===== src/source/ethernet_package.sv =====
`default_nettype none

package ethernet_package;

    typedef logic [7:0]  byte_t;
    typedef logic [31:0] crc_t;
    typedef logic [10:0] byte_count_t;

    // Source of the next byte on the wire
    typedef enum logic [2:0] {
        select_idle,
        select_preamble,
        select_delimiter,
        select_payload,
        select_pad,
        select_fcs
    } byte_select_t;

    typedef enum logic [2:0] {
        state_idle,
        state_preamble,
        state_delimiter,
        state_payload,
        state_pad,
        state_fcs,
        state_gap
    } transmit_state_t;

    localparam byte_t PREAMBLE_BYTE  = 8'h55;
    localparam byte_t DELIMITER_BYTE = 8'hD5;

    localparam int PREAMBLE_LENGTH    = 7;
    // Payload plus pad, FCS not included
    localparam int MIN_PAYLOAD_LENGTH = 60;
    localparam int FCS_LENGTH         = 4;
    localparam int GAP_LENGTH         = 12;

    localparam crc_t CRC_INITIAL = 32'hFFFF_FFFF;

endpackage

`default_nettype wire


===== src/source/payload_buffer.sv =====
`timescale 1ns/100ps
`default_nettype none

module payload_buffer
    import ethernet_package::*;
#(
    parameter int BUFFER_DEPTH = 256
) (
    input  wire        clock,
    input  wire        reset_n,
    input  wire byte_t write_data,
    input  wire        write_enable,
    input  wire        write_last,
    output logic       buffer_full,
    input  wire        read_enable,
    output byte_t      read_data,
    output logic       read_last,
    output logic       frame_ready
);

    localparam int ADDRESS_WIDTH = $clog2(BUFFER_DEPTH);

    // Bit 8 carries the last flag
    logic [8:0] memory [BUFFER_DEPTH];

    // One extra bit to tell full from empty
    logic [ADDRESS_WIDTH:0] write_pointer;
    logic [ADDRESS_WIDTH:0] read_pointer;
    logic [ADDRESS_WIDTH:0] frame_count;

    logic write_accept;
    logic buffer_empty;
    logic read_pending;
    logic frame_written;
    logic frame_taken;

    assign write_accept  = write_enable && !buffer_full;
    assign buffer_empty  = write_pointer == read_pointer;
    assign buffer_full   = (write_pointer[ADDRESS_WIDTH] != read_pointer[ADDRESS_WIDTH])
        && (write_pointer[ADDRESS_WIDTH-1:0] == read_pointer[ADDRESS_WIDTH-1:0]);

    // A frame leaves the count once its last byte has been read out
    assign frame_written = write_accept && write_last;
    assign frame_taken   = read_pending && read_last;
    assign frame_ready   = frame_count != '0;

    //////////////////////////////
    // Storage
    //////////////////////////////

    always_ff @(posedge clock) begin
        if (write_accept) begin
            memory[write_pointer[ADDRESS_WIDTH-1:0]] <= {write_last, write_data};
        end
        if (read_enable) begin
            {read_last, read_data} <= memory[read_pointer[ADDRESS_WIDTH-1:0]];
        end
    end

    //////////////////////////////
    // Pointers and frame count
    //////////////////////////////

    always_ff @(posedge clock) begin
        if (!reset_n) begin
            write_pointer <= '0;
            read_pointer  <= '0;
            frame_count   <= '0;
            read_pending  <= 1'b0;
        end else begin
            if (write_accept) begin
                write_pointer <= write_pointer + 1'b1;
            end
            if (read_enable) begin
                read_pointer <= read_pointer + 1'b1;
            end
            read_pending <= read_enable;

            if (frame_written && !frame_taken) begin
                frame_count <= frame_count + 1'b1;
            end else if (frame_taken && !frame_written) begin
                frame_count <= frame_count - 1'b1;
            end
        end
    end

    // Host must honour buffer_full
    no_write_when_full: assert property (@(posedge clock) disable iff (!reset_n)
        !(write_enable && buffer_full))
        else $error("Write attempted while the payload buffer is full");

    // Controller reads only bytes that are stored
    no_read_when_empty: assert property (@(posedge clock) disable iff (!reset_n)
        read_enable |-> !buffer_empty)
        else $error("Read from an empty payload buffer");

endmodule

`default_nettype wire


===== src/source/transmit_controller.sv =====
`timescale 1ns/100ps
`default_nettype none

module transmit_controller
    import ethernet_package::*;
(
    input  wire          clock,
    input  wire          reset_n,
    input  wire          frame_ready,
    input  wire          read_last,
    output logic         read_enable,
    output byte_select_t byte_select,
    output logic         crc_clear
);

    localparam logic [3:0]  PREAMBLE_LAST = 4'(PREAMBLE_LENGTH - 1);
    localparam logic [3:0]  FCS_LAST      = 4'(FCS_LENGTH - 1);
    localparam logic [3:0]  GAP_LAST      = 4'(GAP_LENGTH - 1);
    localparam byte_count_t PAD_LAST      = byte_count_t'(MIN_PAYLOAD_LENGTH - 1);

    transmit_state_t state;

    // Preamble, FCS and gap positions
    logic [3:0] step_count;

    // Payload plus pad bytes sent so far
    byte_count_t byte_count;

    //////////////////////////////
    // State machine
    //////////////////////////////

    always_ff @(posedge clock) begin
        if (!reset_n) begin
            state      <= state_idle;
            step_count <= '0;
            byte_count <= '0;
        end else begin
            case (state)
                state_idle: begin
                    if (frame_ready) begin
                        state <= state_preamble;
                    end
                end

                state_preamble: begin
                    if (step_count == PREAMBLE_LAST) begin
                        step_count <= '0;
                        state      <= state_delimiter;
                    end else begin
                        step_count <= step_count + 1'b1;
                    end
                end

                state_delimiter: begin
                    byte_count <= '0;
                    state      <= state_payload;
                end

                // read_last belongs to the byte presented in this cycle
                state_payload: begin
                    byte_count <= byte_count + 1'b1;
                    if (read_last) begin
                        if (byte_count < PAD_LAST) begin
                            state <= state_pad;
                        end else begin
                            state <= state_fcs;
                        end
                    end
                end

                state_pad: begin
                    byte_count <= byte_count + 1'b1;
                    if (byte_count == PAD_LAST) begin
                        state <= state_fcs;
                    end
                end

                state_fcs: begin
                    if (step_count == FCS_LAST) begin
                        step_count <= '0;
                        state      <= state_gap;
                    end else begin
                        step_count <= step_count + 1'b1;
                    end
                end

                state_gap: begin
                    if (step_count == GAP_LAST) begin
                        step_count <= '0;
                        state      <= state_idle;
                    end else begin
                        step_count <= step_count + 1'b1;
                    end
                end

                default: begin
                    state <= state_idle;
                end
            endcase
        end
    end

    //////////////////////////////
    // Outputs
    //////////////////////////////

    // First read during the delimiter, then one per payload byte until the last
    assign read_enable = (state == state_delimiter)
        || ((state == state_payload) && !read_last);

    assign crc_clear = state == state_delimiter;

    always_comb begin
        case (state)
            state_preamble:  byte_select = select_preamble;
            state_delimiter: byte_select = select_delimiter;
            state_payload:   byte_select = select_payload;
            state_pad:       byte_select = select_pad;
            state_fcs:       byte_select = select_fcs;
            default:         byte_select = select_idle;
        endcase
    end

    // Reads fetch only a frame that is stored complete
    read_of_stored_frame: assert property (@(posedge clock) disable iff (!reset_n)
        read_enable |-> frame_ready)
        else $error("Payload read issued with no complete frame stored");

endmodule

`default_nettype wire


===== src/source/frame_check_sequence_generator.sv =====
`timescale 1ns/100ps
`default_nettype none

module frame_check_sequence_generator
    import ethernet_package::*;
(
    input  wire        clock,
    input  wire        reset_n,
    input  wire byte_t data,
    input  wire        data_enable,
    input  wire        clear,
    output crc_t       checksum
);

    // IEEE 802.3 generator polynomial, normal form
    localparam crc_t CRC_POLYNOMIAL = 32'h04C1_1DB7;

    byte_t data_reversed;
    crc_t  checksum_next;

    // Ethernet sends each byte least significant bit first
    function automatic crc_t crc_update(crc_t crc, byte_t data_bits);
        crc_t result;
        logic feedback;
        result = crc;
        for (int i = 7; i >= 0; i--) begin
            feedback = result[31] ^ data_bits[i];
            result   = {result[30:0], 1'b0} ^ ({32{feedback}} & CRC_POLYNOMIAL);
        end
        return result;
    endfunction

    assign data_reversed = {<<{data}};

    // Unrolls into one level of XOR terms per register bit
    always_comb begin
        checksum_next = crc_update(checksum, data_reversed);
    end

    //////////////////////////////
    // CRC register
    //////////////////////////////

    always_ff @(posedge clock) begin
        if (!reset_n) begin
            checksum <= CRC_INITIAL;
        end else if (clear) begin
            checksum <= CRC_INITIAL;
        end else if (data_enable) begin
            checksum <= checksum_next;
        end
    end

    // Clear comes with the delimiter, never with a counted byte
    clear_not_with_data: assert property (@(posedge clock) disable iff (!reset_n)
        clear |-> !data_enable)
        else $error("CRC clear coincides with an enabled byte");

endmodule

`default_nettype wire


===== src/source/frame_output_stage.sv =====
`timescale 1ns/100ps
`default_nettype none

module frame_output_stage
    import ethernet_package::*;
(
    input  wire               clock,
    input  wire               reset_n,
    input  wire byte_select_t byte_select,
    input  wire byte_t        read_data,
    input  wire crc_t         checksum,
    output byte_t             frame_byte,
    output logic              crc_enable,
    output byte_t             tx_data,
    output logic              tx_enable
);

    crc_t  checksum_reversed;
    crc_t  final_fcs;
    crc_t  fcs_shift;
    logic  fcs_started;
    byte_t fcs_byte;

    assign checksum_reversed = {<<{checksum}};
    assign final_fcs         = ~checksum_reversed;

    // First FCS byte straight from the generator, the rest from the shifter
    assign fcs_byte = fcs_started ? fcs_shift[7:0] : final_fcs[7:0];

    always_comb begin
        case (byte_select)
            select_preamble:  frame_byte = PREAMBLE_BYTE;
            select_delimiter: frame_byte = DELIMITER_BYTE;
            select_payload:   frame_byte = read_data;
            select_fcs:       frame_byte = fcs_byte;
            // Pad and idle
            default:          frame_byte = '0;
        endcase
    end

    assign crc_enable = (byte_select == select_payload) || (byte_select == select_pad);

    //////////////////////////////
    // FCS shifter
    //////////////////////////////

    always_ff @(posedge clock) begin
        if (!reset_n) begin
            fcs_started <= 1'b0;
        end else begin
            fcs_started <= byte_select == select_fcs;
        end
    end

    always_ff @(posedge clock) begin
        if (byte_select == select_fcs) begin
            if (fcs_started) begin
                fcs_shift <= fcs_shift >> 8;
            end else begin
                fcs_shift <= final_fcs >> 8;
            end
        end
    end

    //////////////////////////////
    // GMII outputs
    //////////////////////////////

    always_ff @(posedge clock) begin
        if (!reset_n) begin
            tx_enable <= 1'b0;
        end else begin
            tx_enable <= byte_select != select_idle;
        end
    end

    always_ff @(posedge clock) begin
        tx_data <= frame_byte;
    end

endmodule

`default_nettype wire


===== src/source/ethernet_transmitter.sv =====
`timescale 1ns/100ps
`default_nettype none

module ethernet_transmitter
    import ethernet_package::*;
#(
    parameter int BUFFER_DEPTH = 256
) (
    input  wire        clock,
    input  wire        reset_n,
    input  wire byte_t write_data,
    input  wire        write_enable,
    input  wire        write_last,
    output wire        buffer_full,
    output wire byte_t tx_data,
    output wire        tx_enable
);

    // Buffer to controller
    wire               frame_ready;
    wire               read_enable;
    wire               read_last;
    wire byte_t        read_data;

    // Controller to output stage and generator
    wire byte_select_t byte_select;
    wire               crc_clear;

    // Output stage and generator
    wire byte_t        frame_byte;
    wire               crc_enable;
    wire crc_t         checksum;

    payload_buffer #(
        .BUFFER_DEPTH (BUFFER_DEPTH)
    ) i_payload_buffer (
        .clock        (clock),
        .reset_n      (reset_n),
        .write_data   (write_data),
        .write_enable (write_enable),
        .write_last   (write_last),
        .buffer_full  (buffer_full),
        .read_enable  (read_enable),
        .read_data    (read_data),
        .read_last    (read_last),
        .frame_ready  (frame_ready)
    );

    transmit_controller i_transmit_controller (
        .clock       (clock),
        .reset_n     (reset_n),
        .frame_ready (frame_ready),
        .read_last   (read_last),
        .read_enable (read_enable),
        .byte_select (byte_select),
        .crc_clear   (crc_clear)
    );

    frame_check_sequence_generator i_frame_check_sequence_generator (
        .clock       (clock),
        .reset_n     (reset_n),
        .data        (frame_byte),
        .data_enable (crc_enable),
        .clear       (crc_clear),
        .checksum    (checksum)
    );

    frame_output_stage i_frame_output_stage (
        .clock       (clock),
        .reset_n     (reset_n),
        .byte_select (byte_select),
        .read_data   (read_data),
        .checksum    (checksum),
        .frame_byte  (frame_byte),
        .crc_enable  (crc_enable),
        .tx_data     (tx_data),
        .tx_enable   (tx_enable)
    );

endmodule

`default_nettype wire


===== config.mk =====
export PLATFORM = sky130hd
export DESIGN_NAME = ethernet_transmitter
export DESIGN_NICKNAME = d
export VERILOG_FILES = /design/src/source/ethernet_package.sv /design/src/source/payload_buffer.sv /design/src/source/transmit_controller.sv /design/src/source/frame_check_sequence_generator.sv /design/src/source/frame_output_stage.sv /design/src/source/ethernet_transmitter.sv
export SDC_FILE = /design/constraint.sdc
export NUM_CORES = 2
export LEC_CHECK = 0
export BUFFER_PORTS_ARGS = -buffer_cell sky130_fd_sc_hd__buf_4
export CORE_MARGIN = 2
export CORE_UTILIZATION = 57
export DETAILED_ROUTE_END_ITERATION = 16
export PLACE_DENSITY_LB_ADDON = 0.2
export REMOVE_ABC_BUFFERS = 1
export SLEW_MARGIN = 0
export SYNTH_ARGS = -nofsm -noshare
export SYNTH_HDL_FRONTEND = slang
export SYNTH_HIERARCHICAL = 1
export SYNTH_SLANG_ARGS = --single-unit

===== constraint.sdc =====
create_clock -name clock -period 4 [get_ports clock]
set_input_delay 0.2 -clock clock [delete_from_list [all_inputs] [get_ports clock]]
set_output_delay 0.2 -clock clock [all_outputs]
set_load 0.01 [all_outputs]

### Word-level counts from Yosys, hierarchy flattened

Memories as Yosys holds them, arrays and structs flattened. A register that Yosys moved wholly into a read port is not among the register bits.
Cells that the tools add are included.

| storage, ports and cells | value |
|---|---|
| bits in registers | 120 |
| memory bits (writable) | 2304 |
| input bits | 12 |
| output and inout bits | 10 |
| memories | 1 |

| cells by class | value |
|---|---|
| add/subtract/negate cells | 6 |
| magnitude comparators | 1 |
| eq/ne operators | 23 |
| mux-type cells | 21 |
| bitwise operators | 18 |
| reduce and logical (&&, ||, !) cells | 22 |

Memory list:

| name | depth | bits a word | read ports | clocked after Yosys merged registers in | wr ports | RTL line | RTL |
|---|---|---|---|---|---|---|---|
| i_payload_buffer.memory | 256 | 9 | 1 | 1 | 1 | payload_buffer.sv:24 | `logic [8:0] memory [BUFFER_DEPTH];` |

Operator list:

| cell | count |
|---|---|
| 32-bit by 27-bit bitwise XOR with 32-bit output | 8 |
| 32-bit inverter | 1 |
| 8-bit one-hot mux with 4 select lines | 1 |
| 9-bit by 1-bit adder with 9-bit output (second input constant) | 3 |
| 24-bit two-way mux | 1 |
| 11-bit one-hot mux with 2 select lines | 1 |
| 3-bit one-hot mux with 7 select lines | 1 |
| 3-bit two-way mux | 6 |
| 9-bit two-way mux | 2 |
| 3-bit == test (second input constant) | 5 |
| 3-bit one-hot mux with 5 select lines | 1 |
| 3-bit by 2-bit == test with 1-bit output (second input constant) | 4 |
| 4-bit two-way mux | 3 |
| 4-bit one-hot mux with 3 select lines | 1 |
| 11-bit by 1-bit adder with 11-bit output (second input constant) | 1 |
| 11-bit by 6-bit == test with 1-bit output (second input constant) | 1 |
| 11-bit by 6-bit less-than comparator with 1-bit output (second input constant) | 1 |
| 9-bit nonzero test | 1 |
| 9-bit by 1-bit subtractor with 9-bit output (second input constant) | 1 |
| 8-bit == test | 1 |
| 8-bit two-way mux | 1 |
| 2-bit by 1-bit inequality test with 1-bit output (second input constant) | 4 |
| 1-bit bitwise XOR | 8 |
| 1-bit logical AND | 7 |
| other kinds (16) | 27 |

### Longest topological paths before layout

| depth | value |
|---|---|
| depth in word-level cells | 20 |
| mapped depth | 15 |
| mapped depth without buffers | 14 |

### Cells and area by module

The synthesis kept the hierarchy.

By module, submodules not included:

| module | instances | cells an instance | area an instance (um^2) | sequential area each (um^2) |
|---|---|---|---|---|
| payload_buffer | 1 | 4490 | 91307.6 | 70017.2 |
| frame_check_sequence_generator | 1 | 183 | 2060.7 | 640.6 |
| frame_output_stage | 1 | 120 | 1387.6 | 920.9 |
| transmit_controller | 1 | 165 | 1316.3 | 360.3 |

### Least setup slack after synthesis

Ideal clock, no wire load.

| path | value |
|---|---|
| kind | register to register |
| start | register i_transmit_controller.state[1] |
| end | register i_frame_check_sequence_generator.checksum[5] |
| setup time | 0.070 ns |
| arrival time | 3.692 ns |
| path slack | 0.238 ns |
| stages on the path, launching flop included | 13 |
| buffers on the path | 1 |
| clock period less this slack | 3.762 ns |
| cells stage by stage | dfxtp_1 > buf_2 > inv_2 > ha_1 > a21oi_1 > o21a_1 > nand2_1 > nor2_2 > a22o_1 > xor2_4 > xnor3_1 > xnor3_1 > a21oi_1 |

| on the way | value |
|---|---|
| elaborated cells between the ends (all ways) | 29 |

RTL lines:

| what | RTL line | RTL |
|---|---|---|
| from (decl) | transmit_controller.sv:21 | `transmit_state_t state;` |
| from (signal assigned) | transmit_controller.sv:35 | `state <= state_idle;` |
| from (signal assigned) | transmit_controller.sv:42 | `state <= state_preamble;` |
| from (signal assigned) | transmit_controller.sv:49 | `state <= state_delimiter;` |
| 3-bit == test, or another cell as far along | transmit_controller.sv:115 | `case (state)` |
| 3-bit one-hot mux with 5 select lines (*) | transmit_controller.sv:115 |  |
| net byte_select[0] | ethernet_transmitter.sv:26 | `wire byte_select_t byte_select;` |
| 3-bit == test, or another cell as far along | frame_output_stage.sv:31 | `case (byte_select)` |
| 8-bit one-hot mux with 4 select lines (*) | frame_output_stage.sv:31 |  |
| net frame_byte[3] | ethernet_transmitter.sv:30 | `wire byte_t frame_byte;` |
| 1-bit bitwise XOR (*) | frame_check_sequence_generator.sv:27 | `feedback = result[31] ^ data_bits[i];` |
| 32-bit by 27-bit bitwise XOR with 32-bit output (*) (5 in a row) | frame_check_sequence_generator.sv:28 | `result = {result[30:0], 1'b0} ^ ({32{feedback}} & CRC_POLYNOMIAL);` |
| to (signal assigned) | frame_check_sequence_generator.sv:50 | `checksum <= checksum_next;` |
| to (decl) | frame_check_sequence_generator.sv:12 | `output crc_t checksum` |

Mark *: on every way through the listed nets, which the timed path passes. The rest lies on a longest branch.
A chain may end at the register's enable or synchronous reset.

==> impl_results.md <==
- Core region area: 167000 µm²
- CP Data Arrival Time: 4.71 ns
- Synth warn: 6
- First-pass GRT wire length: 365000 µm
- Die height: 415 µm
- Fmax achieved: 252 MHz
- DRC Markers: 0
- Leakage power: approximately 0.034 µW
- Crit. End Element: flip-flop
- Clk_skew: 0.0716 ns
- Setup TNS: 0 ns
- GPL Wtd Cong: 0.885
- Final HPWL DP: 158000 µm
- Slowest CP cell: a221oi_1
- Critical Path RT: ~4.8 ns
- Cell mode on critical path: buf_4
- Failing checks: hold timing
- Area growth syn-to-layout: 12.9%
- Final Setup Violations: 0
- Ranking of synthesized cells by area: edfxtp_1 (73%), mux4_2 (11%), mux2i_1 (1.9%), dfxtp_1 (1.8%), nor2_1 (1.4%)
- Post-synthesis register bit count: 2425
- Final #Nets: 5361
- Die width: 415 µm
- Post-synth top area share: between 70% and 80%
- Rel. slew slack: between 10% and 20%
- CTS tree: built
- Post-Syn Area per Cell: 19.4 µm²
- Worst-path maximum fanout: 62
- Number of flops mapped to enable cells by yosys: 2337
- Via count: ~51000
- Clock-pin slew on the worst setup and hold paths: 0.07 ns
- Antenna-violating nets left: 0
- Fraction of registers with async set/reset: 0%
- Final hold vios: 10
- Startpoint types: flip-flop
- Mapped Cells: 4958
- Pwr per Cell Area: 545 nW/µm²
- Rows: 150
- CP Buf/Inv Count: 4
- IO Count: 22
- # resized after CTS: 0
- Max-slew violations: 0
- Final worst-path cycle share: 99.0%
- H-tree depth: 4
- Met2 wire length: 120000 µm
- Worst Setup Path Type: flip-flop to flip-flop
- Longest Clk Path Bufs: 3
- Sink Count: ~2400
- Peak VDD IR: ~0.42 mV
- TritonCTS Buffers: 230
- Layout cells sized above 1: 23.6%
- Status: complete, but fails checks
- Total Routing Usage GR: a little under 30%
- Largest net degree at the start of global routing: between 100 and 150
- Sequential area share after synthesis: 74.9%
- Clock Tree Root: clkbuf_16
- Final Routed Wirelength: between 200000 and 300000 µm
- Vias/cell: roughly 6.6
- Vias in the first global route: between 50000 and 60000
- Slew @ Worst Pin: 1.24 ns
- Initial Utilization: between 50% and 60%
- Top delay family on crit path: compound AO/OA/AOI/OAI gates
- Crit-path max cell delay: 0.69 ns
- Reg2reg setup slack: 0.04 ns
- Hold Slack: -0.0400 ns
- IO buf count: 21
- Setup ws final: 0.0394 ns
- Dpl ws: 0.102 ns
- Skew-Pair Late Insertion Delay: 0.91 ns
- Max-cap violation count: 0
- Max Used Layer: met5
- Hold WC Path Type: input port to flip-flop
- Crit-path cells: buf_12, and2_4, buf_4, a221oi_1, a221oi_1, nor4_1, buf_4, a211oi_1, buf_4, or3_1
- Antenna violations before repair: 8
- DR WL/cell: 32.9 µm
- Number of DRC markers in iteration 0: 7282
- Synth area leader: edfxtp_1
- 1st-pass router iterations: 7
- Total grt overflow: 0
- Unique masters post-synth: 100
- Routed wl met3: 27400 µm
- Die ar.: 172000 µm²
- Synthesized area: 96100 µm²
- Predominant post-synthesis flop cell: edfxtp_1
- Min cycle time layout: 3.96 ns
- RSZ-0062 raised after global routing: no
- Design Power: 59100 µW
- WL met1: 96800 µm
[cell families (layout without fill, tap and decap cells)]
group | Yosys count | count (layout) | synth area share, %
AO/OA/AOI/OAI | 618 | 618 | 4.48
multiplexers | 693 | 693 | 13.5
flip-flops | 2425 | 2425 | 74.9
buffers and inverters | 322 | 895 | 1.94
XOR/XNOR | 97 | 97 | 1.30
other | 0 | 3 | 0
AND/OR/NAND/NOR | 783 | 783 | 3.66
adder cells (fa/ha/maj) | 20 | 20 | 0.268
[worst register-to-register path: stages, from the launching register on]
cell and delay [ns]:
dfxtp_4 0.37, buf_12 0.41, and2_4 0.49, buf_4 0.44, a221oi_1 0.17, a221oi_1 0.69
nor4_1 0.11, buf_4 0.19, a211oi_1 0.62, buf_4 0.22, or3_1 0.09
[repair_timing]
item	CTS	global route
endpoints found under the hold margin	227	0
setup buffers	0	0
hold buffers	7	0
[path summary, 6_finish.rpt]
check	cells after the start	end	start
min reg2reg	2	i_payload_buffer/frame_count[8]	i_payload_buffer/frame_count[8]
min	1	i_payload_buffer/memory[116][6]	write_data[6]
max	10	i_payload_buffer/read_data[2]	i_payload_buffer/read_pointer[2]
max reg2reg	10	i_payload_buffer/read_data[2]	i_payload_buffer/read_pointer[2]
[layout make-up]
| type | instances | area [µm²] |
|---|---|---|
| Sequential cell | 2425 | 72000 |
| Fill cell | 11100 | 58700 |
| Multi-Input combinational cell | 2211 | 22300 |
| Clock buffer | 285 | 6050 |
| Timing Repair Buffer | 437 | 3780 |
| Tap cell | 2204 | 2760 |
| Clock inverter | 149 | 1510 |
| Inverter | 24 | 91.3 |
| Antenna cell | 3 | 7.51 |
[cell usage after synthesis, types with 11 or more instances]
cell,n
buf_6,32
a221oi_1,48
dfxtp_1,88
o211ai_1,32
o22ai_1,57
ha_1,19
o21ai_0,87
clkbuf_1,110
xnor2_1,46
buf_1,14
nor2b_1,22
a31oi_1,17
nor3_1,32
buf_2,96
a22o_1,21
inv_1,22
a22oi_1,70
mux2_2,35
and2_1,33
nand4_1,12
xnor3_1,17
nand2b_1,25
edfxtp_1,2337
mux4_2,453
mux2i_1,184
nand3_1,54
nand2_1,190
a211oi_1,29
a311oi_1,12
xor2_1,22
nor2_1,349
mux4_1,18
a21oi_1,119
buf_4,31
buf_8,11
o221ai_1,24
[per-layer routing]
| layer | up-vias | track usage (%) |
|---|---|---|
| met2 | 3077 | 46.2 |
| li1 | 21010 | - |
| met1 | 26776 | 42.1 |
| met5 | - | 0 |
| met4 | 12 | 11.0 |
| met3 | 499 | 6.05 |
[sequential cells by signal, indices dropped and copies added, names as in the netlist]
name	flops
i_payload_buffer/read_pending	1
i_frame_output_stage/fcs_shift	24
i_payload_buffer/read_last	1
i_payload_buffer/write_pointer	9
i_payload_buffer/read_data	8
i_transmit_controller/step_count	4
i_payload_buffer/read_pointer	9
i_payload_buffer/frame_count	9
i_transmit_controller/state	3
i_frame_output_stage/tx_data	8
i_payload_buffer/memory	2304
i_transmit_controller/byte_count	11
i_frame_output_stage/fcs_started	1
i_frame_check_sequence_generator/checksum	32
i_frame_output_stage/tx_enable	1
[cells in the final DEF, fill, tap and decap left out, types with 10 or more instances in the layout]
| master | instances |
|---|---|
| a211oi_1 | 29 |
| a21oi_1 | 118 |
| a221oi_1 | 48 |
| a22o_1 | 21 |
| a22oi_1 | 70 |
| a311oi_1 | 12 |
| a31oi_1 | 17 |
| and2_1 | 32 |
| buf_12 | 34 |
| buf_4 | 387 |
| bufinv_16 | 19 |
| clkbuf_1 | 47 |
| clkbuf_16 | 231 |
| clkbuf_8 | 16 |
| clkinv_1 | 55 |
| clkinv_16 | 10 |
| clkinv_2 | 45 |
| clkinvlp_4 | 12 |
| dfxtp_1 | 82 |
| edfxtp_1 | 2337 |
| ha_1 | 19 |
| inv_1 | 20 |
| mux2_2 | 35 |
| mux2i_1 | 184 |
| mux4_1 | 18 |
| mux4_2 | 453 |
| nand2_1 | 185 |
| nand2b_1 | 25 |
| nand3_1 | 54 |
| nand4_1 | 12 |
| nor2_1 | 347 |
| nor2b_1 | 19 |
| nor3_1 | 32 |
| o211ai_1 | 32 |
| o21ai_0 | 87 |
| o221ai_1 | 24 |
| o22ai_1 | 57 |
| xnor2_1 | 46 |
| xnor3_1 | 17 |
| xor2_1 | 22 |
[report_power, final]
group	switching [µW]	internal, µW	total, µW	leakage [µW]
sequential	215	28000	28300	0.0217
combinational	4830	4510	9340	0.00855
clock	9500	12000	21500	0.00365
total	14500	44600	59100	0.0339
[through the flow]
| step | instance area [µm²] | utilization, % | std cells |
|---|---|---|---|
| 6_report | 108000 | 64.9 | 7738 |
| 4_1_cts | 108000 | 64.9 | 7735 |
| 2_1_floorplan | 94300 | - | 4660 |
| 3_5_place_dp | 101000 | 60.3 | 7294 |
| 5_1_grt | 108000 | 64.9 | 7736 |
| 3_3_place_gp | 101000 | 60.3 | 7294 |
Note: power is estimated with default switching activity, not from simulation.
